--- config.mk ---
export PLATFORM = sky130hd
export DESIGN_NAME = byteCore
export DESIGN_NICKNAME = d
export VERILOG_FILES = /design/src/cpuPkg.sv /design/src/decodedOpIf.sv /design/src/writebackIf.sv /design/src/instDecode.sv /design/src/aluExecute.sv /design/src/regWriteback.sv /design/src/byteCore.sv
export SDC_FILE = /design/constraint.sdc
export NUM_CORES = 1
export LEC_CHECK = 0
export BUFFER_PORTS_ARGS = -buffer_cell sky130_fd_sc_hd__buf_4
export CORE_MARGIN = 3
export CORE_UTILIZATION = 62
export CTS_CLUSTER_DIAMETER = 150
export DETAILED_ROUTE_END_ITERATION = 10
export PLACE_DENSITY = 0.81
export SLEW_MARGIN = 15
export SYNTH_ARGS = -nofsm -noshare
export SYNTH_HDL_FRONTEND = slang
export SYNTH_HIERARCHICAL = 1
export SYNTH_SLANG_ARGS = --single-unit
--- constraint.sdc ---
create_clock -name clk -period 6.86 [get_ports clk]
set_input_delay 1.372 -clock clk [delete_from_list [all_inputs] [get_ports clk]]
set_output_delay 1.372 -clock clk [all_outputs]
set_load 0.05 [all_outputs]
--- src/cpuPkg.sv ---
package cpuPkg;

  // --------------------------------------------------
  // Basic data types
  // --------------------------------------------------
  typedef logic [7:0] byteT;
  typedef logic [2:0] regAddrT;

  // ALU operations, first eight follow the ooo field of 10 ooo sss
  typedef enum logic [3:0] {
    OP_ADD  = 4'd0,
    OP_ADC  = 4'd1,
    OP_SUB  = 4'd2,
    OP_SBC  = 4'd3,
    OP_AND  = 4'd4,
    OP_XOR  = 4'd5,
    OP_OR   = 4'd6,
    OP_CP   = 4'd7,
    OP_INC  = 4'd8,
    OP_DEC  = 4'd9,
    OP_LOAD = 4'd10,
    OP_CPL  = 4'd11,
    OP_SCF  = 4'd12,
    OP_CCF  = 4'd13
  } aluOpT;

  // --------------------------------------------------
  // Register codes
  // --------------------------------------------------
  localparam regAddrT REG_A = 3'd7;  // Accumulator
  localparam regAddrT REG_M = 3'd6;  // (HL) slot, no memory here

  // --------------------------------------------------
  // Flag bit positions in F
  // --------------------------------------------------
  localparam int FLAG_S  = 7;
  localparam int FLAG_Z  = 6;
  localparam int FLAG_H  = 4;
  localparam int FLAG_PV = 2;
  localparam int FLAG_N  = 1;
  localparam int FLAG_C  = 0;

  // Reset values
  localparam byteT ACC_RESET   = 8'hFF;
  // All ones except the two unused bits 5 and 3
  localparam byteT FLAGS_RESET = 8'hD7;

endpackage

--- src/decodedOpIf.sv ---
interface decodedOpIf;

  logic                  valid;     // One cycle per legal instruction
  cpuPkg::aluOpT         aluOp;
  cpuPkg::regAddrT       dstReg;
  cpuPkg::regAddrT       srcReg;
  logic                  useImm;    // Second operand from imm
  cpuPkg::byteT          imm;
  logic                  writeReg;  // Result goes to dstReg

  modport decode (
    output valid,
    output aluOp,
    output dstReg,
    output srcReg,
    output useImm,
    output imm,
    output writeReg
  );

  modport execute (
    input valid,
    input aluOp,
    input dstReg,
    input srcReg,
    input useImm,
    input imm,
    input writeReg
  );

endinterface

--- src/writebackIf.sv ---
interface writebackIf;

  logic            valid;     // One cycle per executed instruction
  logic            writeReg;
  cpuPkg::regAddrT dstReg;
  cpuPkg::byteT    data;
  cpuPkg::byteT    flags;     // Complete new F value

  // Execute side
  modport execute (
    output valid,
    output writeReg,
    output dstReg,
    output data,
    output flags
  );

  // Register file side
  modport writeback (
    input valid,
    input writeReg,
    input dstReg,
    input data,
    input flags
  );

endinterface

--- src/instDecode.sv ---
module instDecode (
  input  logic         clk,
  input  logic         reset_n,
  input  logic         instValid,
  input  cpuPkg::byteT opcode,
  input  cpuPkg::byteT operand,
  decodedOpIf.decode   op
);

  logic [1:0]      opGroup;
  cpuPkg::regAddrT dstField;
  cpuPkg::regAddrT srcField;

  logic            legal;
  cpuPkg::aluOpT   nextOp;
  cpuPkg::regAddrT nextDst;
  cpuPkg::regAddrT nextSrc;
  logic            nextUseImm;
  logic            nextWrite;

  // Opcode fields, gg ddd sss
  assign opGroup  = opcode[7:6];
  assign dstField = opcode[5:3];
  assign srcField = opcode[2:0];

  // --------------------------------------------------
  // Recognise the kept forms
  // --------------------------------------------------
  always_comb
  begin
    legal      = 1'b0;
    nextOp     = cpuPkg::OP_LOAD;
    nextDst    = dstField;
    nextSrc    = srcField;
    nextUseImm = 1'b0;
    nextWrite  = 1'b1;

    case (opGroup)
      2'b00:
      begin
        case (srcField)
          3'b100, 3'b101:  // INC r / DEC r
          begin
            legal  = (dstField != cpuPkg::REG_M);
            nextOp = srcField[0] ? cpuPkg::OP_DEC : cpuPkg::OP_INC;
          end
          3'b110:          // LD r,n
          begin
            legal      = (dstField != cpuPkg::REG_M);
            nextUseImm = 1'b1;
          end
          3'b111:
          begin
            // Only CPL, SCF and CCF survive from this column
            nextDst = cpuPkg::REG_A;
            case (dstField)
              3'b101:
              begin
                legal  = 1'b1;
                nextOp = cpuPkg::OP_CPL;
              end
              3'b110:
              begin
                legal     = 1'b1;
                nextOp    = cpuPkg::OP_SCF;
                nextWrite = 1'b0;
              end
              3'b111:
              begin
                legal     = 1'b1;
                nextOp    = cpuPkg::OP_CCF;
                nextWrite = 1'b0;
              end
              default: legal = 1'b0;
            endcase
          end
          default: legal = 1'b0;
        endcase
      end

      // LD r,r', 76 (HALT) falls out here too
      2'b01:
        legal = (dstField != cpuPkg::REG_M) && (srcField != cpuPkg::REG_M);

      // Accumulator ops, register form in 10 and immediate form in 11
      default:
      begin
        legal      = opGroup[0] ? (srcField == cpuPkg::REG_M) : (srcField != cpuPkg::REG_M);
        nextUseImm = opGroup[0];
        nextOp     = cpuPkg::aluOpT'({1'b0, dstField});
        nextDst    = cpuPkg::REG_A;
        nextWrite  = (nextOp != cpuPkg::OP_CP);  // CP only touches F
      end
    endcase
  end

  // --------------------------------------------------
  // Decode register
  // --------------------------------------------------
  always_ff @(posedge clk)
  begin
    if (!reset_n)
      op.valid <= 1'b0;
    else
      op.valid <= instValid && legal;
  end

  always_ff @(posedge clk)
  begin
    op.aluOp    <= nextOp;
    op.dstReg   <= nextDst;
    op.srcReg   <= nextSrc;
    op.useImm   <= nextUseImm;
    op.imm      <= operand;
    op.writeReg <= nextWrite;
  end

endmodule

--- src/aluExecute.sv ---
module aluExecute (
  input  logic            clk,
  input  logic            reset_n,
  decodedOpIf.execute     op,
  output cpuPkg::regAddrT rdAddr,
  input  cpuPkg::byteT    rdData,
  input  cpuPkg::byteT    accData,
  input  cpuPkg::byteT    flagData,
  writebackIf.execute     wb
);

  logic         isIncDec;
  logic         isSub;
  logic         carryIn;
  cpuPkg::byteT opA;
  cpuPkg::byteT opB;
  logic [8:0]   sumWide;    // Bit 8 is carry or borrow
  logic [4:0]   halfWide;   // Bit 4 is half carry or borrow
  logic         overflow;
  cpuPkg::byteT result;
  cpuPkg::byteT newFlags;

  assign isIncDec = (op.aluOp == cpuPkg::OP_INC) || (op.aluOp == cpuPkg::OP_DEC);

  // INC and DEC work on their own destination
  assign rdAddr = isIncDec ? op.dstReg : op.srcReg;

  // --------------------------------------------------
  // Operand select and adder
  // --------------------------------------------------
  always_comb
  begin
    opA     = accData;
    opB     = op.useImm ? op.imm : rdData;
    carryIn = 1'b0;
    isSub   = 1'b0;

    case (op.aluOp)
      cpuPkg::OP_ADC: carryIn = flagData[cpuPkg::FLAG_C];
      cpuPkg::OP_SUB,
      cpuPkg::OP_CP:  isSub = 1'b1;
      cpuPkg::OP_SBC:
      begin
        isSub   = 1'b1;
        carryIn = flagData[cpuPkg::FLAG_C];
      end
      cpuPkg::OP_INC:
      begin
        opA = rdData;
        opB = 8'h01;
      end
      cpuPkg::OP_DEC:
      begin
        opA   = rdData;
        opB   = 8'h01;
        isSub = 1'b1;
      end
      default: ;
    endcase

    if (isSub)
    begin
      sumWide  = {1'b0, opA} - {1'b0, opB} - {8'h00, carryIn};
      halfWide = {1'b0, opA[3:0]} - {1'b0, opB[3:0]} - {4'h0, carryIn};
      overflow = (opA[7] != opB[7]) && (sumWide[7] != opA[7]);
    end
    else
    begin
      sumWide  = {1'b0, opA} + {1'b0, opB} + {8'h00, carryIn};
      halfWide = {1'b0, opA[3:0]} + {1'b0, opB[3:0]} + {4'h0, carryIn};
      overflow = (opA[7] == opB[7]) && (sumWide[7] != opA[7]);
    end
  end

  // --------------------------------------------------
  // Result and flag byte
  // --------------------------------------------------
  always_comb
  begin
    result   = sumWide[7:0];
    newFlags = flagData;  // Unchanged unless the op says otherwise

    case (op.aluOp)
      cpuPkg::OP_ADD, cpuPkg::OP_ADC, cpuPkg::OP_SUB, cpuPkg::OP_SBC,
      cpuPkg::OP_CP, cpuPkg::OP_INC, cpuPkg::OP_DEC:
      begin
        newFlags[cpuPkg::FLAG_S]  = sumWide[7];
        newFlags[cpuPkg::FLAG_Z]  = (sumWide[7:0] == 8'h00);
        newFlags[cpuPkg::FLAG_H]  = halfWide[4];
        newFlags[cpuPkg::FLAG_PV] = overflow;
        newFlags[cpuPkg::FLAG_N]  = isSub;
        if (!isIncDec)
          newFlags[cpuPkg::FLAG_C] = sumWide[8];  // INC/DEC keep C
      end
      cpuPkg::OP_AND: result = opA & opB;
      cpuPkg::OP_XOR: result = opA ^ opB;
      cpuPkg::OP_OR:  result = opA | opB;
      cpuPkg::OP_LOAD: result = opB;
      cpuPkg::OP_CPL:
      begin
        result                   = ~accData;
        newFlags[cpuPkg::FLAG_H] = 1'b1;
        newFlags[cpuPkg::FLAG_N] = 1'b1;
      end
      cpuPkg::OP_SCF:
      begin
        result                   = accData;
        newFlags[cpuPkg::FLAG_C] = 1'b1;
        newFlags[cpuPkg::FLAG_H] = 1'b0;
        newFlags[cpuPkg::FLAG_N] = 1'b0;
      end
      cpuPkg::OP_CCF:
      begin
        result                   = accData;
        newFlags[cpuPkg::FLAG_H] = flagData[cpuPkg::FLAG_C];
        newFlags[cpuPkg::FLAG_C] = ~flagData[cpuPkg::FLAG_C];
        newFlags[cpuPkg::FLAG_N] = 1'b0;
      end
      default: ;
    endcase

    // Shared flags of the three logic ops
    if (op.aluOp inside {cpuPkg::OP_AND, cpuPkg::OP_XOR, cpuPkg::OP_OR})
    begin
      newFlags[cpuPkg::FLAG_S]  = result[7];
      newFlags[cpuPkg::FLAG_Z]  = (result == 8'h00);
      newFlags[cpuPkg::FLAG_H]  = (op.aluOp == cpuPkg::OP_AND);
      newFlags[cpuPkg::FLAG_PV] = ~^result;  // Even parity
      newFlags[cpuPkg::FLAG_N]  = 1'b0;
      newFlags[cpuPkg::FLAG_C]  = 1'b0;
    end
  end

  // --------------------------------------------------
  // Execute register
  // --------------------------------------------------
  always_ff @(posedge clk)
  begin
    if (!reset_n)
      wb.valid <= 1'b0;
    else
      wb.valid <= op.valid;
  end

  always_ff @(posedge clk)
  begin
    wb.writeReg <= op.writeReg;
    wb.dstReg   <= op.dstReg;
    wb.data     <= result;
    wb.flags    <= newFlags;
  end

endmodule

--- src/regWriteback.sv ---
module regWriteback (
  input  logic            clk,
  input  logic            reset_n,
  writebackIf.writeback   wb,
  input  cpuPkg::regAddrT rdAddr,
  output cpuPkg::byteT    rdData,
  output cpuPkg::byteT    accData,
  output cpuPkg::byteT    flagData,
  output logic            retire,
  output logic            regWrite,
  output cpuPkg::regAddrT wbReg,
  output cpuPkg::byteT    wbData,
  output cpuPkg::byteT    flags
);

  cpuPkg::byteT regFile [8];  // Slot 6 is never written
  cpuPkg::byteT flagReg;
  logic         pendingWrite;

  // --------------------------------------------------
  // Register file and F
  // --------------------------------------------------
  always_ff @(posedge clk)
  begin
    if (!reset_n)
    begin
      for (int i = 0; i < 8; i++)
        regFile[i] <= (cpuPkg::regAddrT'(i) == cpuPkg::REG_A) ? cpuPkg::ACC_RESET : 8'h00;
      flagReg <= cpuPkg::FLAGS_RESET;
    end
    else if (wb.valid)
    begin
      flagReg <= wb.flags;  // Every op delivers a full F
      if (wb.writeReg)
        regFile[wb.dstReg] <= wb.data;
    end
  end

  // Reads see the value about to be written this edge
  assign pendingWrite = wb.valid && wb.writeReg;

  assign rdData   = (pendingWrite && (wb.dstReg == rdAddr)) ? wb.data : regFile[rdAddr];
  assign accData  = (pendingWrite && (wb.dstReg == cpuPkg::REG_A)) ? wb.data
                                                                   : regFile[cpuPkg::REG_A];
  assign flagData = wb.valid ? wb.flags : flagReg;

  // --------------------------------------------------
  // Retirement outputs
  // --------------------------------------------------
  always_ff @(posedge clk)
  begin
    if (!reset_n)
    begin
      retire   <= 1'b0;
      regWrite <= 1'b0;
    end
    else
    begin
      retire   <= wb.valid;
      regWrite <= pendingWrite;
    end
  end

  always_ff @(posedge clk)
  begin
    if (wb.valid)
    begin
      wbReg  <= wb.dstReg;
      wbData <= wb.data;
    end
  end

  assign flags = flagReg;  // Already holds the retiring F

endmodule

--- src/byteCore.sv ---
module byteCore (
  input  logic            clk,
  input  logic            reset_n,
  input  logic            instValid,
  input  cpuPkg::byteT    opcode,
  input  cpuPkg::byteT    operand,
  output logic            retire,
  output logic            regWrite,
  output cpuPkg::regAddrT wbReg,
  output cpuPkg::byteT    wbData,
  output cpuPkg::byteT    flags
);

  decodedOpIf decodedOp ();
  writebackIf wbBus ();

  // Operand read path, execute to register file
  cpuPkg::regAddrT rdAddr;
  cpuPkg::byteT    rdData;
  cpuPkg::byteT    accData;
  cpuPkg::byteT    flagData;

  // --------------------------------------------------
  // Decode, execute, writeback
  // --------------------------------------------------
  instDecode uDecode (
    .clk       (clk),
    .reset_n   (reset_n),
    .instValid (instValid),
    .opcode    (opcode),
    .operand   (operand),
    .op        (decodedOp.decode)
  );

  aluExecute uExecute (
    .clk      (clk),
    .reset_n  (reset_n),
    .op       (decodedOp.execute),
    .rdAddr   (rdAddr),
    .rdData   (rdData),
    .accData  (accData),
    .flagData (flagData),
    .wb       (wbBus.execute)
  );

  regWriteback uWriteback (
    .clk      (clk),
    .reset_n  (reset_n),
    .wb       (wbBus.writeback),
    .rdAddr   (rdAddr),
    .rdData   (rdData),
    .accData  (accData),
    .flagData (flagData),
    .retire   (retire),
    .regWrite (regWrite),
    .wbReg    (wbReg),
    .wbData   (wbData),
    .flags    (flags)
  );

endmodule

==> results of run 1 <==
[state kept, by name, indices dropped and copies added, names as in the netlist, 3 cells and up]
name and flops:
uExecute/wb.data 8, uDecode/op.dstReg 3, uDecode/op.aluOp 4, uDecode/op.srcReg 3
uExecute/wb.flags 8, uDecode/op.imm 8, uExecute/wb.dstReg 3, uWriteback/wbReg 3
uWriteback/regFile 64, uWriteback/wbData 8, uWriteback/flags 8
[layout by cell type (no fill, tap or decap), types with 3 or more instances in the layout]
| master | netlist | routed |
|---|---|---|
| o22ai_1 | 10 | 10 |
| clkinv_2 | 0 | 3 |
| nand2b_1 | 5 | 5 |
| nand4_1 | 4 | 4 |
| a22o_1 | 5 | 5 |
| or2_2 | 17 | 17 |
| and2_1 | 65 | 65 |
| mux4_1 | 15 | 15 |
| or3_1 | 8 | 8 |
| nor2_1 | 19 | 19 |
| clkbuf_16 | 0 | 19 |
| a31oi_1 | 4 | 4 |
| xor2_1 | 11 | 11 |
| a21boi_0 | 3 | 3 |
| inv_1 | 32 | 32 |
| dfxtp_1 | 52 | 52 |
| a22oi_1 | 5 | 5 |
| edfxtp_1 | 75 | 75 |
| mux2i_1 | 20 | 20 |
| inv_4 | 0 | 3 |
| xnor2_1 | 10 | 10 |
| nand2_1 | 57 | 57 |
| nor2b_1 | 8 | 8 |
| o21ai_0 | 17 | 16 |
| ha_1 | 32 | 32 |
| a211oi_1 | 5 | 5 |
| o21a_1 | 5 | 5 |
| o211ai_1 | 3 | 3 |
| a21oi_1 | 15 | 15 |
| nor3_1 | 5 | 5 |
| buf_4 | 2 | 52 |
| nand3_1 | 5 | 5 |
| a21o_1 | 6 | 6 |
| nand3b_1 | 3 | 3 |
| mux2_2 | 40 | 40 |
| fa_1 | 4 | 4 |
[per-layer routing]
metal	part of all wire (%)	up-vias
met5	0	-
met4	3.3	0
met3	8.3	52
met2	45	274
met1	43	2472
li1	-	2382
[worst register-to-register path, stage by stage, from the launching register on]
cell and delay (ps):
dfxtp_1 450, or3b_1 490, nand2_1 100, nand2_1 280, xor2_1 270, nor4_4 610, mux2_2 420, mux2_2 260
nand2_1 220, inv_1 70, ha_1 300, nor2b_1 150, o21a_1 190, a311o_1 380, a31oi_1 330, xor2_1 130
or2_2 300, a31o_2 250, ha_1 280, xnor2_1 200, xnor2_1 150, o21ai_0 100, a22oi_1 170
[power by group]
part           switching, mW  total (mW)  internal [mW]
Clock                  0.318       0.838          0.521
Combinational          0.313       0.555          0.242
Sequential            0.0721       0.935          0.862
Total                  0.703        2.33           1.62
[path summary, 6_finish.rpt]
kind | endpoint | slack, ps | depth (start not counted)
setup reg to reg | uExecute/wb.flags[2] | 670 | 22
hold reg to reg | uExecute/wb.writeReg | 330 | 0
hold / removal | uExecute/wb.writeReg | 330 | 0
setup / recovery | uExecute/wb.flags[2] | 670 | 22
[layout make-up]
| cell class | count | area, µm² | share of cell area (%) |
|---|---|---|---|
| well taps | 140 | 175 | 2.15 |
| clock inverters | 9 | 52.6 | 0.644 |
| multi-input cells | 441 | 3620 | 44.3 |
| flip-flops and latches | 127 | 3290 | 40.3 |
| inverters | 33 | 124 | 1.52 |
| clock buffers | 23 | 510 | 6.25 |
| repair buffers | 52 | 390 | 4.78 |
[logic make-up (layout without fill, tap and decap cells)]
kind of cell,after synthesis,after routing,synth area share (%)
simple gates,208,208,16.2
compound gates,100,100,10.1
fa+ha+maj,36,36,6.71
xor+xnor,21,21,2.57
flops,127,127,46.0
buf+inv,57,117,3.58
mux,76,76,14.9
[through the flow]
step                util, %  cell area (µm²)
global route           73.7             8160
finish                 73.7             8160
floorplan                 -             7170
global placement       68.6             7600
CTS                    73.7             8160
detailed placement     68.6             7600
==> flow_metrics.env, run 1 <==
export IMPL_worst_hold_path_type="flop to flop"
export IMPL_yosysTopAreaCellShare_pct=31.4
export IMPL_crit_slowest_cell="nor4_4"
export IMPL_clk_insertion_delay_late_ps=420
export IMPL_setup_viol=0
export IMPL_fillers=738
export IMPL_cp_start_kind="flop"
export IMPL_nets=727
export IMPL_die_area_mm2=0.0129
export IMPL_dr_pass1_iters=5
export IMPL_min_from="uDecode/op.writeReg"
export IMPL_synthFlopType="edfxtp_1"
export IMPL_min_period_ps=6190
export IMPL_critPathTopFamily="simple AND/OR/NAND/NOR gates"
export IMPL_max_freq_mhz=162
export IMPL_gr_max_usage_layer="met2"
export IMPL_cts_tree="done"
export IMPL_yosysSeqAreaShare_pct=46.0
export IMPL_slew_violations=0
export IMPL_rsz0062_at_grt="no"
export IMPL_grtUsageTotal_pct=27.9
export IMPL_vias_per_cell=6.28
export IMPL_finClkSkew_ps=6.51
export IMPL_required_ps=7200
export IMPL_yosysWarnings=6
export IMPL_cp_num_buf_inv=1
export IMPL_path_class="flop to flop"
export IMPL_relSlewSlack_pct=25.3
export IMPL_rows=38
export IMPL_grt_pass1_wl_mm=27.3
export IMPL_synthDistinctLibCells=72
export IMPL_worst_slack_ps=668
export IMPL_syn_cell_area_mm2=0.00717
export IMPL_grtUsageMet2_pct=43.2
export IMPL_hold_buffers=0
export IMPL_maxCapViolations=0
export IMPL_antenna_found_initial=0
export IMPL_grt_max_degree=26
export IMPL_area_growth_syn_to_layout_pct=13.9
export IMPL_drive_above_1_share_pct=22.0
export IMPL_dp_slack_ps=780
export IMPL_synthTopCellsByCount="75 x edfxtp_1, 65 x and2_1, 57 x nand2_1"
export IMPL_drc_errors=0
export IMPL_critPathMaxStageDelay_ps=610
export IMPL_wl_per_cell_um=20.5
export IMPL_cts_buffers=17
export IMPL_p_leak_nw=3.32
export IMPL_crit_chain="or3b_1 -> nand2_1 -> nand2_1 -> xor2_1 -> nor4_4 -> mux2_2 -> mux2_2 -> nand2_1 -> inv_1 -> ha_1 -> nor2b_1 -> o21a_1 -> a311o_1 -> a31oi_1 -> xor2_1 -> or2_2 -> a31o_2 -> ha_1 -> xnor2_1 -> xnor2_1 -> o21ai_0 -> a22oi_1"
export IMPL_hold_viol=0
export IMPL_grt_pass1_vias=5184
export IMPL_clock_path_buffers=2
export IMPL_r2r_start="uDecode/op.aluOp[2]"
export IMPL_antenna_left=0
export IMPL_die_height_um=114
export IMPL_synth_area_leaders="edfxtp_1 31%, dfxtp_1 15%, mux2_2 6.3%"
export IMPL_ys_async_sr_fraction_pct=0
export IMPL_synth_edff_count=75
export IMPL_antennaDiodeCount=0
export IMPL_status="finished, final reports clean"
export IMPL_postSynthCellCount=625
export IMPL_place_congestion=0.914
export IMPL_fin_tns_setup_ps=0
export IMPL_wl_mm=16.9
export IMPL_cts_sinks=127
export IMPL_cts_setup_buffers=0
export IMPL_cts_repair_resized=0
export IMPL_ioPinCount=40
export IMPL_yosys_area_top_type="edfxtp_1"
export IMPL_worst_slew_pin_slew_ps=1110
export IMPL_root_buffer="clkbuf_16"
export IMPL_finalPower_mw=2.33
export IMPL_endpoint_kind="flop"
export IMPL_portBuffers=39
export IMPL_synth_most_common_cell="edfxtp_1"
export IMPL_avgSynthCellArea_um2=11.5
export IMPL_min_period_over_period_pct=90.3
export IMPL_ir_drop_mv=0.303
export IMPL_path_common_cell="nand2_1"
export IMPL_timing_hold_ws_ps=333
export IMPL_dieWidth_um=114
export IMPL_synth_seq_cells=127
export IMPL_critical_path_startpoint="uDecode/op.aluOp[2]"
export IMPL_worstPathMaxFanout=14
export IMPL_use_met3_pct=6.74
export IMPL_design_core_area_mm2=0.0111
export IMPL_placed_cells=793
export IMPL_grt_use_met1_pct=37.8
export IMPL_stdcell_count=825
export IMPL_initial_core_util_pct=64.7
export IMPL_clkTransAtPathRegs_ps=60
export IMPL_grt_ovfl_total=0
export IMPL_first_iter_violations=506
export IMPL_powerDensity_mw_per_mm2=285
export IMPL_vias=5180
export IMPL_cp_data_arrival_time_ps=6530
export IMPL_syn_nets=680
export IMPL_htreeDepth=4
export IMPL_dp_hpwl_mm=12.3
(Power assumes the default switching activity.)
==> inputs of run 2 (changes only) <==
Settings changed: CORE_UTILIZATION 62 to 65, GPL_TIMING_DRIVEN set to 0, PLACE_DENSITY 0.81 to 0.84.
Clock period 6.86 ns to 7.9 ns, I/O delays scaled along.
==> flow_metrics.env, run 2 (synthesized netlist as in run 1, its figures left out) <==
export IMPL_status="finished, final reports clean"
export IMPL_grt_pass1_wl_mm=28.9
export IMPL_setup_viol=0
export IMPL_clkTransAtPathRegs_ps=60
export IMPL_cts_sinks=127
export IMPL_dieWidth_um=111
export IMPL_final_cell_mix="75 x edfxtp_1, 65 x and2_1, 57 x nand2_1"
export IMPL_cts_setup_buffers=0
export IMPL_largest_reg_flops=64
export IMPL_cts_repair_resized=0
export IMPL_post_route_util_pct=77.8
export IMPL_powerDensity_mw_per_mm2=244
export IMPL_first_iter_violations=513
export IMPL_path_class="flop to flop"
export IMPL_worst_hold_path_type="flop to flop"
export IMPL_clk_insertion_delay_late_ps=520
export IMPL_min_period_ps=7410
export IMPL_cts_tree="done"
export IMPL_p_leak_nw=3.31
export IMPL_max_freq_mhz=135
export IMPL_initial_core_util_pct=68.2
export IMPL_dp_slack_ps=321
export IMPL_hold_viol=0
export IMPL_relSlewSlack_pct=40.6
export IMPL_slew_violations=0
export IMPL_stdcell_count=831
export IMPL_layout_commonest_cell="edfxtp_1"
export IMPL_ir_drop_mv=0.141
export IMPL_nets=737
export IMPL_area_growth_syn_to_layout_pct=14.1
export IMPL_place_congestion=0.921
export IMPL_cp_start_kind="flop"
export IMPL_hold_buffers=0
export IMPL_antennaDiodeCount=0
export IMPL_required_ps=8330
export IMPL_die_height_um=111
export IMPL_worstPathMaxFanout=10
export IMPL_maxCapViolations=0
export IMPL_design_core_area_mm2=0.0105
export IMPL_cts_buffers=17
export IMPL_ioPinCount=40
export IMPL_placed_area_mm2=0.00762
export IMPL_vias=5281
export IMPL_wl_mm=18.0
export IMPL_min_period_over_period_pct=93.8
export IMPL_dr_pass1_iters=6
export IMPL_largest_register="uWriteback/regFile"
export IMPL_antenna_found_initial=0
export IMPL_die_area_mm2=0.0123
export IMPL_dp_hpwl_mm=13.3
export IMPL_grt_max_degree=17
export IMPL_fin_tns_setup_ps=0
export IMPL_worst_slew_pin_slew_ps=884
export IMPL_grtUsageTotal_pct=30.1
export IMPL_vias_per_cell=6.35
export IMPL_drive_above_1_share_pct=21.3
export IMPL_placed_cells=799
export IMPL_antenna_left=0
export IMPL_grt_ovfl_total=0
export IMPL_design_area_mm2=0.00817
export IMPL_portBuffers=38
export IMPL_finClkSkew_ps=6.67
export IMPL_worst_slack_ps=492
export IMPL_endpoint_kind="flop"
export IMPL_rows=37
export IMPL_clock_path_buffers=2
export IMPL_cp_data_arrival_time_ps=7840
export IMPL_wl_per_cell_um=21.6
export IMPL_grt_pass1_vias=5469
export IMPL_htreeDepth=4
export IMPL_rsz0062_at_grt="no"
export IMPL_root_buffer="clkbuf_8"
export IMPL_drc_errors=0
run 2: cell count changes in the layout (fill, tap and decap cells not counted), sizes merged:
cell,change
clkinvlp,+1
inv,-3
clkbuf,+9
buf,-4
clkinv,+6
bufinv,+1
run 2: critical path, cell delays in order, from the launching register on:
cell and delay (ps):
dfxtp_1 470, or3b_1 240, clkbuf_1 370, clkbuf_1 540, nand2_1 120, nand2_1 90
clkbuf_1 430, clkbuf_1 460, mux4_1 390, mux2_2 310, mux2_2 300, mux2_2 270
nand2_1 230, inv_1 80, ha_1 290, nor2b_1 140, o21a_1 200, a311o_1 400
a31oi_1 330, xor2_1 140, or2_2 310, a31o_2 270, ha_1 290, xnor2_1 190
xnor2_1 160, o21ai_0 110, a22oi_1 200
run 2: layer usage:
metal,wire [µm],GRT usage [%]
met1,7040,36.8
met3,1180,5.35
met5,0,0
met4,546,11.7
met2,9210,53.0
run 2: power breakdown:
part	internal, mW	switching [mW]
logic	0.211	0.274
registers	0.749	0.0657
clock network	0.423	0.276
run 2: metrics by stage:
| stage | hold slack, ps | power [mW] |
|---|---|---|
| 6_report | 332 | 2.00 |
| 5_1_grt | 335 | 2.08 |
| 4_1_cts | 332 | 1.99 |
| 3_5_place_dp | 312 | 1.30 |
| 3_3_place_gp | 317 | 1.28 |
| 2_1_floorplan | 310 | 1.15 |
run 2: area by class of cell:
| type | count | area [µm²] |
|---|---|---|
| plain buffers | 24 | 133 |
| clock buffers | 18 | 428 |
| clock inverters | 14 | 120 |
| fillers | 666 | 2330 |
| inverters | 33 | 124 |
| multi-input cells | 441 | 3620 |
| flip-flops and latches | 127 | 3290 |
| well taps | 136 | 170 |
| repair buffers | 38 | 285 |
run 2: final timing paths:
path	startpoint	endpoint	slack, ps	cells after the start
hold reg to reg	uDecode/op.writeReg	uExecute/wb.writeReg	330	0
setup reg to reg	uDecode/op.aluOp[1]	uExecute/wb.flags[2]	490	26
hold / removal	uDecode/op.writeReg	uExecute/wb.writeReg	330	0
setup / recovery	uDecode/op.aluOp[1]	uExecute/wb.flags[2]	490	26
